--- src/fetch_pkg.sv ---
// Fetch stage constants
package fetch_pkg;

	// PSR layout
	// Bits 1:0 hold the MMU mode, paging on when nonzero
	localparam int unsigned PSR_MMU_LSB  = 0;
	localparam int unsigned PSR_MMU_W    = 2;

	// Bits 6:5 hold the privilege level, zero means kernel
	localparam int unsigned PSR_PRIV_LSB = 5;
	localparam int unsigned PSR_PRIV_W   = 2;

	// MMU flags returned with each instruction
	localparam int unsigned MMU_FLAGS_W  = 14;

	// Address of the first fetch after reset
	localparam logic [31:0] RESET_VECTOR = 32'h0000_0000;

	// Instruction slot size in bytes
	localparam logic [31:0] INST_BYTES   = 32'd4;

endpackage

--- src/core_pkg.sv ---
// Core instruction set constants
package core_pkg;

	// Opcode field inside the 32-bit instruction word
	localparam int unsigned OPCODE_MSB = 30;
	localparam int unsigned OPCODE_LSB = 21;

	// Branch opcodes
	localparam logic [9:0] OC_B   = 10'h062;	// Immediate branch
	localparam logic [9:0] OC_BR  = 10'h061;	// Register branch
	localparam logic [9:0] OC_BUR = 10'h060;	// Unconditional register branch

	// True when the word carries one of the branch opcodes
	function automatic logic is_branch_inst(input logic [31:0] inst);
		logic [9:0] opcode;
		logic       result;
		opcode = inst[OPCODE_MSB:OPCODE_LSB];
		case (opcode)
			OC_B,
			OC_BR,
			OC_BUR: begin
				result = 1'b1;
			end
			default: begin
				result = 1'b0;
			end
		endcase
		return result;
	endfunction

endpackage
--- src/bp_if.sv ---
// Branch predictor search interface
`timescale 1ns/1ps

interface bp_if;
	logic        search_stb;	// One cycle, branch returning
	logic [31:0] search_addr;	// Address of that branch
	logic        hit_valid;
	logic        predict_taken;
	logic [31:0] target;

	modport requester (
		output search_stb, search_addr,
		input  hit_valid, predict_taken, target
	);

	// Answers one cycle after the strobe
	modport responder (
		input  search_stb, search_addr,
		output hit_valid, predict_taken, target
	);
endinterface

--- src/fetch_top.sv ---
// Fetch stage top level
`timescale 1ns/1ps

module fetch_top #(
	parameter int unsigned QUEUE_DEPTH = 8,
	parameter int unsigned BP_ENTRIES  = 8
) (
	input  logic                         iCLOCK,
	input  logic                         inRESET,
	input  logic [31:0]                  iSYSREG_PSR,
	input  logic                         iEXCEPTION_EVENT,
	input  logic                         iEXCEPTION_ADDR_SET,
	input  logic [31:0]                  iEXCEPTION_ADDR,
	output logic                         oPREVIOUS_FETCH_REQ,
	input  logic                         iPREVIOUS_FETCH_LOCK,
	output logic [1:0]                   oPREVIOUS_MMUMOD,
	output logic [31:0]                  oPREVIOUS_FETCH_ADDR,
	input  logic                         iPREVIOUS_INST_VALID,
	input  logic [31:0]                  iPREVIOUS_INST,
	input  logic                         iPREVIOUS_PAGEFAULT,
	input  logic [fetch_pkg::MMU_FLAGS_W-1:0] iPREVIOUS_MMU_FLAGS,
	output logic                         oPREVIOUS_LOCK,
	output logic                         oNEXT_INST_VALID,
	output logic [31:0]                  oNEXT_INST,
	output logic                         oNEXT_PAGEFAULT,
	output logic [fetch_pkg::MMU_FLAGS_W-1:0] oNEXT_MMU_FLAGS,
	output logic                         oNEXT_PAGING_ENA,
	output logic                         oNEXT_KERNEL_ACCESS,
	output logic [31:0]                  oNEXT_PC,
	output logic                         oNEXT_BRANCH_PREDICT,
	output logic [31:0]                  oNEXT_BRANCH_PREDICT_ADDR,
	input  logic                         iNEXT_FETCH_STOP,
	input  logic                         iNEXT_LOCK,
	input  logic                         iJUMP_STB,
	input  logic                         iJUMP_TAKEN,
	input  logic [31:0]                  iJUMP_INST_ADDR,
	input  logic [31:0]                  iJUMP_TARGET
);
	bp_if bp0 ();

	fetch #(.QUEUE_DEPTH(QUEUE_DEPTH)) u_fetch (.*, .bp(bp0.requester));

	// Trained by resolved jumps
	branch_predictor #(.BP_ENTRIES(BP_ENTRIES)) u_bp (
		.iCLOCK        (iCLOCK),
		.inRESET       (inRESET),
		.bp            (bp0.responder),
		.jump_stb      (iJUMP_STB),
		.jump_taken    (iJUMP_TAKEN),
		.jump_inst_addr(iJUMP_INST_ADDR),
		.jump_target   (iJUMP_TARGET)
	);
endmodule

--- src/fetch.sv ---
// Instruction fetch stage
`timescale 1ns/1ps

module fetch #(
	parameter int unsigned QUEUE_DEPTH = 8
) (
	input  logic                         iCLOCK,
	input  logic                         inRESET,
	input  logic [31:0]                  iSYSREG_PSR,
	input  logic                         iEXCEPTION_EVENT,
	input  logic                         iEXCEPTION_ADDR_SET,
	input  logic [31:0]                  iEXCEPTION_ADDR,
	output logic                         oPREVIOUS_FETCH_REQ,
	input  logic                         iPREVIOUS_FETCH_LOCK,
	output logic [1:0]                   oPREVIOUS_MMUMOD,
	output logic [31:0]                  oPREVIOUS_FETCH_ADDR,
	input  logic                         iPREVIOUS_INST_VALID,
	input  logic [31:0]                  iPREVIOUS_INST,
	input  logic                         iPREVIOUS_PAGEFAULT,
	input  logic [fetch_pkg::MMU_FLAGS_W-1:0] iPREVIOUS_MMU_FLAGS,
	output logic                         oPREVIOUS_LOCK,
	output logic                         oNEXT_INST_VALID,
	output logic [31:0]                  oNEXT_INST,
	output logic                         oNEXT_PAGEFAULT,
	output logic [fetch_pkg::MMU_FLAGS_W-1:0] oNEXT_MMU_FLAGS,
	output logic                         oNEXT_PAGING_ENA,
	output logic                         oNEXT_KERNEL_ACCESS,
	output logic [31:0]                  oNEXT_PC,
	output logic                         oNEXT_BRANCH_PREDICT,
	output logic [31:0]                  oNEXT_BRANCH_PREDICT_ADDR,
	input  logic                         iNEXT_FETCH_STOP,
	input  logic                         iNEXT_LOCK,
	bp_if.requester                      bp
);
	import core_pkg::*;
	import fetch_pkg::*;

	localparam int unsigned Q_WIDTH = 34;	// Kernel, paging, address

	// PC machine states
	localparam logic [1:0] ST_RESET = 2'd0;
	localparam logic [1:0] ST_FETCH = 2'd1;
	localparam logic [1:0] ST_WAIT  = 2'd2;

	logic [1:0]  state_q;
	logic [31:0] pc_q;
	logic        req_accept;
	logic        paging_ena;
	logic        kernel_access;
	logic        q_full;
	logic        q_empty;
	logic        q_pop;
	logic [31:0] q_addr;
	logic        q_paging;
	logic        q_kernel;
	logic        inst_is_branch;
	logic        next_is_branch_q;

	assign paging_ena    = |iSYSREG_PSR[PSR_MMU_LSB +: PSR_MMU_W];
	assign kernel_access = ~|iSYSREG_PSR[PSR_PRIV_LSB +: PSR_PRIV_W];

	// Request accepted as soon as it is raised
	assign req_accept = (state_q == ST_FETCH) && !iEXCEPTION_EVENT && !q_full
		&& !iPREVIOUS_FETCH_LOCK && !iNEXT_FETCH_STOP && !iNEXT_LOCK;

	assign oPREVIOUS_FETCH_REQ  = req_accept;
	assign oPREVIOUS_FETCH_ADDR = pc_q;
	assign oPREVIOUS_MMUMOD     = iSYSREG_PSR[PSR_MMU_LSB +: PSR_MMU_W];
	assign oPREVIOUS_LOCK       = iNEXT_LOCK;	// Memory holds its response

	always_ff @(posedge iCLOCK or negedge inRESET) begin
		if (!inRESET) begin
			state_q <= ST_RESET;
			pc_q    <= RESET_VECTOR;
		end else if (iEXCEPTION_ADDR_SET) begin
			state_q <= ST_FETCH;
			pc_q    <= {iEXCEPTION_ADDR[31:2], 2'b00};
		end else if (iEXCEPTION_EVENT) begin
			state_q <= ST_WAIT;	// Idle until a restart address
		end else begin
			case (state_q)
				ST_RESET: begin
					state_q <= ST_FETCH;
					pc_q    <= RESET_VECTOR;
				end
				ST_FETCH: begin
					if (req_accept)
						pc_q <= pc_q + INST_BYTES;
				end
				default: begin
					state_q <= ST_WAIT;
				end
			endcase
		end
	end

	// Outstanding requests in issue order
	assign q_pop = iPREVIOUS_INST_VALID && !iNEXT_LOCK && !q_empty;

	fetch_queue #(
		.WIDTH(Q_WIDTH),
		.DEPTH(QUEUE_DEPTH)
	) u_queue (
		.iCLOCK (iCLOCK),
		.inRESET(inRESET),
		.flush  (iEXCEPTION_EVENT),
		.wr_en  (req_accept),
		.wr_data({kernel_access, paging_ena, pc_q}),
		.full   (q_full),
		.rd_en  (q_pop),
		.rd_data({q_kernel, q_paging, q_addr}),
		.empty  (q_empty)
	);

	assign inst_is_branch = iPREVIOUS_INST_VALID && is_branch_inst(iPREVIOUS_INST);
	assign bp.search_stb  = inst_is_branch && !iNEXT_LOCK && !iEXCEPTION_EVENT;
	assign bp.search_addr = q_addr;

	// Output register toward decode
	always_ff @(posedge iCLOCK or negedge inRESET) begin
		if (!inRESET) begin
			oNEXT_INST_VALID    <= 1'b0;
			oNEXT_INST          <= '0;
			oNEXT_PAGEFAULT     <= 1'b0;
			oNEXT_MMU_FLAGS     <= '0;
			oNEXT_PAGING_ENA    <= 1'b0;
			oNEXT_KERNEL_ACCESS <= 1'b0;
			oNEXT_PC            <= '0;
			next_is_branch_q    <= 1'b0;
		end else if (iEXCEPTION_EVENT) begin
			oNEXT_INST_VALID    <= 1'b0;	// Flushed with the queue
			oNEXT_INST          <= '0;
			oNEXT_PAGEFAULT     <= 1'b0;
			oNEXT_MMU_FLAGS     <= '0;
			oNEXT_PAGING_ENA    <= 1'b0;
			oNEXT_KERNEL_ACCESS <= 1'b0;
			oNEXT_PC            <= '0;
			next_is_branch_q    <= 1'b0;
		end else if (!iNEXT_LOCK) begin
			oNEXT_INST_VALID    <= iPREVIOUS_INST_VALID;
			oNEXT_INST          <= iPREVIOUS_INST;
			oNEXT_PAGEFAULT     <= iPREVIOUS_PAGEFAULT;
			oNEXT_MMU_FLAGS     <= iPREVIOUS_MMU_FLAGS;
			oNEXT_PAGING_ENA    <= q_paging;
			oNEXT_KERNEL_ACCESS <= q_kernel;
			oNEXT_PC            <= q_addr + INST_BYTES;
			next_is_branch_q    <= inst_is_branch;
		end
	end

	// Predictor answer lines up with the registered instruction
	assign oNEXT_BRANCH_PREDICT      = next_is_branch_q && bp.hit_valid && bp.predict_taken;
	assign oNEXT_BRANCH_PREDICT_ADDR = bp.target;
endmodule

--- src/branch_predictor.sv ---
// Direct-mapped branch target table
`timescale 1ns/1ps

module branch_predictor #(
	parameter int unsigned BP_ENTRIES = 8
) (
	input  logic        iCLOCK,
	input  logic        inRESET,
	bp_if.responder     bp,
	input  logic        jump_stb,
	input  logic        jump_taken,
	input  logic [31:0] jump_inst_addr,
	input  logic [31:0] jump_target
);
	localparam int unsigned IDX_W = $clog2(BP_ENTRIES);
	localparam int unsigned TAG_W = 30 - IDX_W;	// Bits above the index

	logic [BP_ENTRIES-1:0] entry_valid;
	logic [TAG_W-1:0]      entry_tag    [BP_ENTRIES];
	logic [1:0]            entry_cnt    [BP_ENTRIES];
	logic [31:0]           entry_target [BP_ENTRIES];

	logic [IDX_W-1:0] s_idx;
	logic [TAG_W-1:0] s_tag;
	logic             s_hit;
	logic [IDX_W-1:0] u_idx;
	logic [TAG_W-1:0] u_tag;
	logic             u_hit;

	assign s_idx = bp.search_addr[IDX_W+1:2];
	assign s_tag = bp.search_addr[31:IDX_W+2];
	assign s_hit = entry_valid[s_idx] && (entry_tag[s_idx] == s_tag);

	assign u_idx = jump_inst_addr[IDX_W+1:2];
	assign u_tag = jump_inst_addr[31:IDX_W+2];
	assign u_hit = entry_valid[u_idx] && (entry_tag[u_idx] == u_tag);

	// Search result, held until the next strobe
	always_ff @(posedge iCLOCK or negedge inRESET) begin
		if (!inRESET) begin
			bp.hit_valid     <= 1'b0;
			bp.predict_taken <= 1'b0;
			bp.target        <= '0;
		end else if (bp.search_stb) begin
			bp.hit_valid     <= s_hit;
			bp.predict_taken <= entry_cnt[s_idx][1];	// Counter at 2 or 3
			bp.target        <= s_hit ? entry_target[s_idx] : '0;
		end
	end

	always_ff @(posedge iCLOCK or negedge inRESET) begin
		if (!inRESET)
			entry_valid <= '0;
		else if (jump_stb)
			entry_valid[u_idx] <= 1'b1;
	end

	// Training from the jump port
	always_ff @(posedge iCLOCK) begin
		if (jump_stb) begin
			if (u_hit) begin
				if (jump_taken && entry_cnt[u_idx] != 2'd3)
					entry_cnt[u_idx] <= entry_cnt[u_idx] + 2'd1;
				else if (!jump_taken && entry_cnt[u_idx] != 2'd0)
					entry_cnt[u_idx] <= entry_cnt[u_idx] - 2'd1;
				if (jump_taken)
					entry_target[u_idx] <= jump_target;
			end else begin
				// Allocate, weakly biased toward the outcome
				entry_tag[u_idx]    <= u_tag;
				entry_cnt[u_idx]    <= jump_taken ? 2'd2 : 2'd1;
				entry_target[u_idx] <= jump_target;
			end
		end
	end
endmodule

--- src/fetch_queue.sv ---
// Flushable fetch address FIFO
`timescale 1ns/1ps

module fetch_queue #(
	parameter int unsigned WIDTH = 34,
	parameter int unsigned DEPTH = 8
) (
	input  logic             iCLOCK,
	input  logic             inRESET,
	input  logic             flush,
	input  logic             wr_en,
	input  logic [WIDTH-1:0] wr_data,
	output logic             full,
	input  logic             rd_en,
	output logic [WIDTH-1:0] rd_data,
	output logic             empty
);
	localparam int unsigned PTR_W = $clog2(DEPTH);
	localparam int unsigned CNT_W = $clog2(DEPTH + 1);

	logic [WIDTH-1:0] mem [DEPTH];
	logic [PTR_W-1:0] wr_ptr;
	logic [PTR_W-1:0] rd_ptr;
	logic [CNT_W-1:0] count;
	logic             do_wr;
	logic             do_rd;

	// Wraps also for depths that are not a power of two
	function automatic logic [PTR_W-1:0] ptr_inc(input logic [PTR_W-1:0] ptr);
		return (ptr == PTR_W'(DEPTH - 1)) ? '0 : ptr + 1'b1;
	endfunction

	assign full    = (count == CNT_W'(DEPTH));
	assign empty   = (count == '0);
	assign do_wr   = wr_en && !full;
	assign do_rd   = rd_en && !empty;
	assign rd_data = mem[rd_ptr];	// Head word, fall-through

	always_ff @(posedge iCLOCK or negedge inRESET) begin
		if (!inRESET) begin
			wr_ptr <= '0;
			rd_ptr <= '0;
			count  <= '0;
		end else if (flush) begin
			wr_ptr <= '0;
			rd_ptr <= '0;
			count  <= '0;
		end else begin
			if (do_wr)
				wr_ptr <= ptr_inc(wr_ptr);
			if (do_rd)
				rd_ptr <= ptr_inc(rd_ptr);
			count <= count + CNT_W'(do_wr) - CNT_W'(do_rd);
		end
	end

	always_ff @(posedge iCLOCK) begin
		if (do_wr)
			mem[wr_ptr] <= wr_data;
	end
endmodule

--- config.mk ---
export PLATFORM = sky130hd
export DESIGN_NAME = fetch_top
export DESIGN_NICKNAME = d
export VERILOG_FILES = /design/src/fetch_pkg.sv /design/src/core_pkg.sv /design/src/bp_if.sv /design/src/fetch_top.sv /design/src/fetch.sv /design/src/branch_predictor.sv /design/src/fetch_queue.sv
export SDC_FILE = /design/constraint.sdc
export NUM_CORES = 1
export LEC_CHECK = 0
export BUFFER_PORTS_ARGS = -buffer_cell sky130_fd_sc_hd__buf_2
export CORE_MARGIN = 2
export CORE_UTILIZATION = 45
export DETAILED_ROUTE_END_ITERATION = 10
export PLACE_DENSITY_LB_ADDON = 0.2
export SYNTH_ARGS = -nofsm -noshare
export SYNTH_HDL_FRONTEND = slang
export SYNTH_SLANG_ARGS = --single-unit
export TNS_END_PERCENT = 50
--- constraint.sdc ---
create_clock -name iCLOCK -period 6.3 [get_ports iCLOCK]
set_input_delay 0.945 -clock iCLOCK [delete_from_list [all_inputs] [get_ports iCLOCK]]
set_output_delay 0.945 -clock iCLOCK [all_outputs]
set_load 0.02 [all_outputs]
==> impl_metrics.env <==
export IMPL_netlist_area_mm2=0.0389
export IMPL_max_stage_delay_ns=1.03
export IMPL_grt_pass1_wl_mm=167
export IMPL_syn_area_per_cell_um2=13.6
export IMPL_placement_rows=107
export IMPL_grt_max_degree=105
export IMPL_final_nets=3371
export IMPL_initial_core_util_pct=45.5
export IMPL_period_minus_slack_ns=5.40
export IMPL_final_cell_area_mm2=0.0455
export IMPL_worst_setup_path_type="flip-flop to flip-flop"
export IMPL_die_height_um=298
export IMPL_worstReg2RegStart="u_fetch.u_queue.rd_ptr[1]"
export IMPL_synth_edf_count=744
export IMPL_drive_gt1_share_pct=21.3
export IMPL_rsz0062_at_grt="no"
export IMPL_placed_cell_area_mm2=0.0420
export IMPL_seq_power_share_pct=46.8
export IMPL_relSlewSlack_pct=20.3
export IMPL_clock_power_share_pct=40.9
export IMPL_outcome="completed"
export IMPL_pwr_density_cell_mw_per_mm2=327
export IMPL_viasPerCell=5.96
export IMPL_drtIter0Drc=2651
export IMPL_worst_setup_path_end_kind="flip-flop"
export IMPL_clk_latency_ns=0.69
export IMPL_numCtsBuffers=97
export IMPL_gr_usage_all_layers_pct=24.9
export IMPL_synth_seq_area_share_pct=68.1
export IMPL_cts_sinks=910
export IMPL_crit_buf_inv=1
export IMPL_h_tree_depth=3
export IMPL_crit_fanout=39
export IMPL_min_period_over_period_pct=85.8
export IMPL_ir_drop_uv=280
export IMPL_clock_fmax_mhz=185
export IMPL_antenna_left=0
export IMPL_slew_violations=0
export IMPL_core_mm2=0.0854
export IMPL_netlist_instances=2866
export IMPL_total_power_mw=14.9
export IMPL_r2r_slack_ns=0.90
export IMPL_critPathRequiredTime_ns=6.88
export IMPL_antenna_found_initial=12
export IMPL_yosysWarnings=0
export IMPL_r2r_end="u_bp.bp.target[0]"
export IMPL_gr_total_overflow=0
export IMPL_cts_clk_slew_worst_paths_ns=0.06
export IMPL_p_sw_mw=3.86
export IMPL_drt_pass1_iter_count=6
export IMPL_cts_hold_buf=0
export IMPL_post_cts_buffers=0
export IMPL_layout_commonest_cell="edfxtp_1"
export IMPL_cp_slowest_cell="a2111oi_0"
export IMPL_die_area_mm2=0.0888
export IMPL_cts_resized=0
export IMPL_io_pins=336
export IMPL_synth_async_reset_ratio_pct=18.2
export IMPL_synthFlopType="edfxtp_1"
export IMPL_final_cell_mix="edfxtp_1, nand2_1, buf_2"
export IMPL_clk_path_buf_depth=3
export IMPL_area_growth_pct=17.0
export IMPL_root_buffer="clkbuf_16"
export IMPL_dr_total_vias=26300
export IMPL_setup_viol=0
export IMPL_finClkSkew_ns=0.0504
export IMPL_ys_types=70
export IMPL_grt_pass1_vias=26400
export IMPL_cp_arrival_ns=5.99
export IMPL_route_detailed_drc=0
export IMPL_dp_cells=4218
export IMPL_cts_tree="built"
export IMPL_fp_dieW_um=298
export IMPL_post_drt_wl_per_cell_um=25.5
export IMPL_drv_cap=0
export IMPL_final_cell_count_no_fill=4407
export IMPL_portBuffers=301
export IMPL_p_sw_share_pct=25.9
export IMPL_ys_ff_latch=910
export IMPL_tightest_slew_ns=1.19
export IMPL_hold_class="primary input to async pin"
export IMPL_p_leak_nw=17.0
export IMPL_gp_congestion=0.883
export IMPL_cp_top_family="compound AO/OA/AOI/OAI gates"
export IMPL_place_detailed_hpwl_mm=69.3
export IMPL_intPower_mw=11.0
export IMPL_finalHoldViolCount=0
export IMPL_worst_slack_ns=0.895
export IMPL_worstPathCellList="mux4_4 -> inv_4 -> nor2_1 -> a32oi_1 -> nand3b_1 -> a2111oi_0 -> nand4_1 -> or4_4 -> o21ai_0"
export IMPL_pre_cts_ws_ns=0.931
export IMPL_p_comb_share_pct=12.3
export IMPL_worstSetupStartpointType="flip-flop"
export IMPL_r2r_cells=9
export IMPL_finalSetupTns_ns=0
export IMPL_drt_total_wl_mm=112
## flip-flops by register name (all words and copies together), names as in the netlist, 2 cells and up
signal and count:
u_bp.entry_target 256, u_fetch.u_queue.mem 256, u_bp.entry_tag 216, u_bp.bp.target 32, u_fetch.oNEXT_INST 32, u_fetch.oNEXT_PC 31, u_fetch.oPREVIOUS_FETCH_ADDR 30, u_bp.entry_cnt 16
u_fetch.oNEXT_MMU_FLAGS 14, u_bp.entry_valid 8, u_fetch.u_queue.count 4, u_fetch.u_queue.rd_ptr 3, u_fetch.u_queue.wr_ptr 3, u_fetch.state_q 2
## metrics by stage
step                hold WS, ns  util [%]
floorplan                 0.437         -
global placement          0.451      49.2
detailed placement        0.459      49.2
CTS                       0.346      53.3
global route              0.354      53.3
finish                    0.310      53.3
## cell families after synthesis
logic type,after synthesis,share of synthesized area [%]
other cells,1,0.00964
xor+xnor,57,1.28
flops,910,68.1
buf+inv,209,2.36
mux,236,8.52
simple gates,1039,12.1
compound gates,401,7.15
fa+ha+maj,13,0.438
## power groups by stage
| stage | Clock [mW] | Combinational, mW | Sequential, mW |
|---|---|---|---|
| after floorplan | 0 | 1.10 | 7.08 |
| after global placement | 0 | 1.79 | 7.07 |
| after detailed placement | 0 | 1.82 | 7.09 |
| after CTS | 6.17 | 1.83 | 6.96 |
| after global routing | 6.42 | 1.98 | 6.99 |
| final | 6.09 | 1.83 | 6.97 |
## area by class of cell
cell class	instances	area (um^2)
Fill cell	7153	39900
Sequential cell	910	26500
Multi-Input combinational cell	1748	11600
Clock buffer	122	2640
Timing Repair Buffer	392	2340
Tap cell	1144	1430
Clock inverter	60	847
Inverter	24	95.1
Antenna cell	7	17.5
## worst max path at each step
| stage | startpoint | endpoint | slack, ns | depth (start not counted) |
|---|---|---|---|---|
| after floorplan | iNEXT_LOCK | u_fetch.u_queue.mem[1][10] | 0.52 | 5 |
| after global placement | iNEXT_LOCK | u_bp.bp.target[1] | 0.98 | 9 |
| after detailed placement | iJUMP_INST_ADDR[3] | u_bp.entry_tag[7][3] | 0.93 | 12 |
| after CTS | u_fetch.u_queue.rd_ptr[2] | u_bp.bp.target[0] | 1.02 | 10 |
| after global routing | u_fetch.u_queue.rd_ptr[2] | u_bp.bp.target[0] | 0.79 | 10 |
| final | u_fetch.u_queue.rd_ptr[1] | u_bp.bp.target[0] | 0.90 | 9 |
## cells in the mapped netlist (4+ instances only)
master	instances	share of area [%]
buf_2	25	0.32
buf_6	6	0.17
o22ai_1	8	0.13
mux2i_1	142	3.7
o211ai_1	6	0.12
inv_1	21	0.20
buf_1	24	0.23
a221oi_1	23	0.52
a21oi_1	58	0.75
a211oi_1	5	0.097
a32o_1	7	0.18
nand4_1	17	0.27
o21ai_2	10	0.23
nand2_1	527	5.1
nand2b_1	10	0.16
and4_1	20	0.45
nor3_1	28	0.36
a22o_1	14	0.32
mux2_2	20	0.58
nor2_1	165	1.6
a31oi_1	53	0.85
and3_1	49	0.79
xnor2_1	33	0.74
a32oi_1	33	0.74
nand3_1	131	1.7
o21ai_1	19	0.24
dfrtp_1	166	11
xor2_1	24	0.54
a311oi_1	33	0.74
mux4_2	74	4.3
ha_1	12	0.39
nand3b_1	9	0.17
nor2b_1	12	0.19
clkbuf_1	115	1.1
o21ai_0	65	0.84
and4b_1	4	0.10
and2_1	6	0.097
nor3b_1	10	0.19
a2111oi_0	8	0.18
or3_1	7	0.11
buf_4	15	0.29
a22oi_1	39	0.75
edfxtp_1	744	57
nor4_1	23	0.37
## metal layers
metal,GRT usage [%],vias to the layer above,part of all wire (%)
li1,-,11500,-
met1,33.2,13300,41
met2,40.4,1255,48
met3,5.00,249,8.3
met4,9.58,6,3.3
met5,0,-,0.035
No activity file was read; power rests on OpenSTA's default activity.
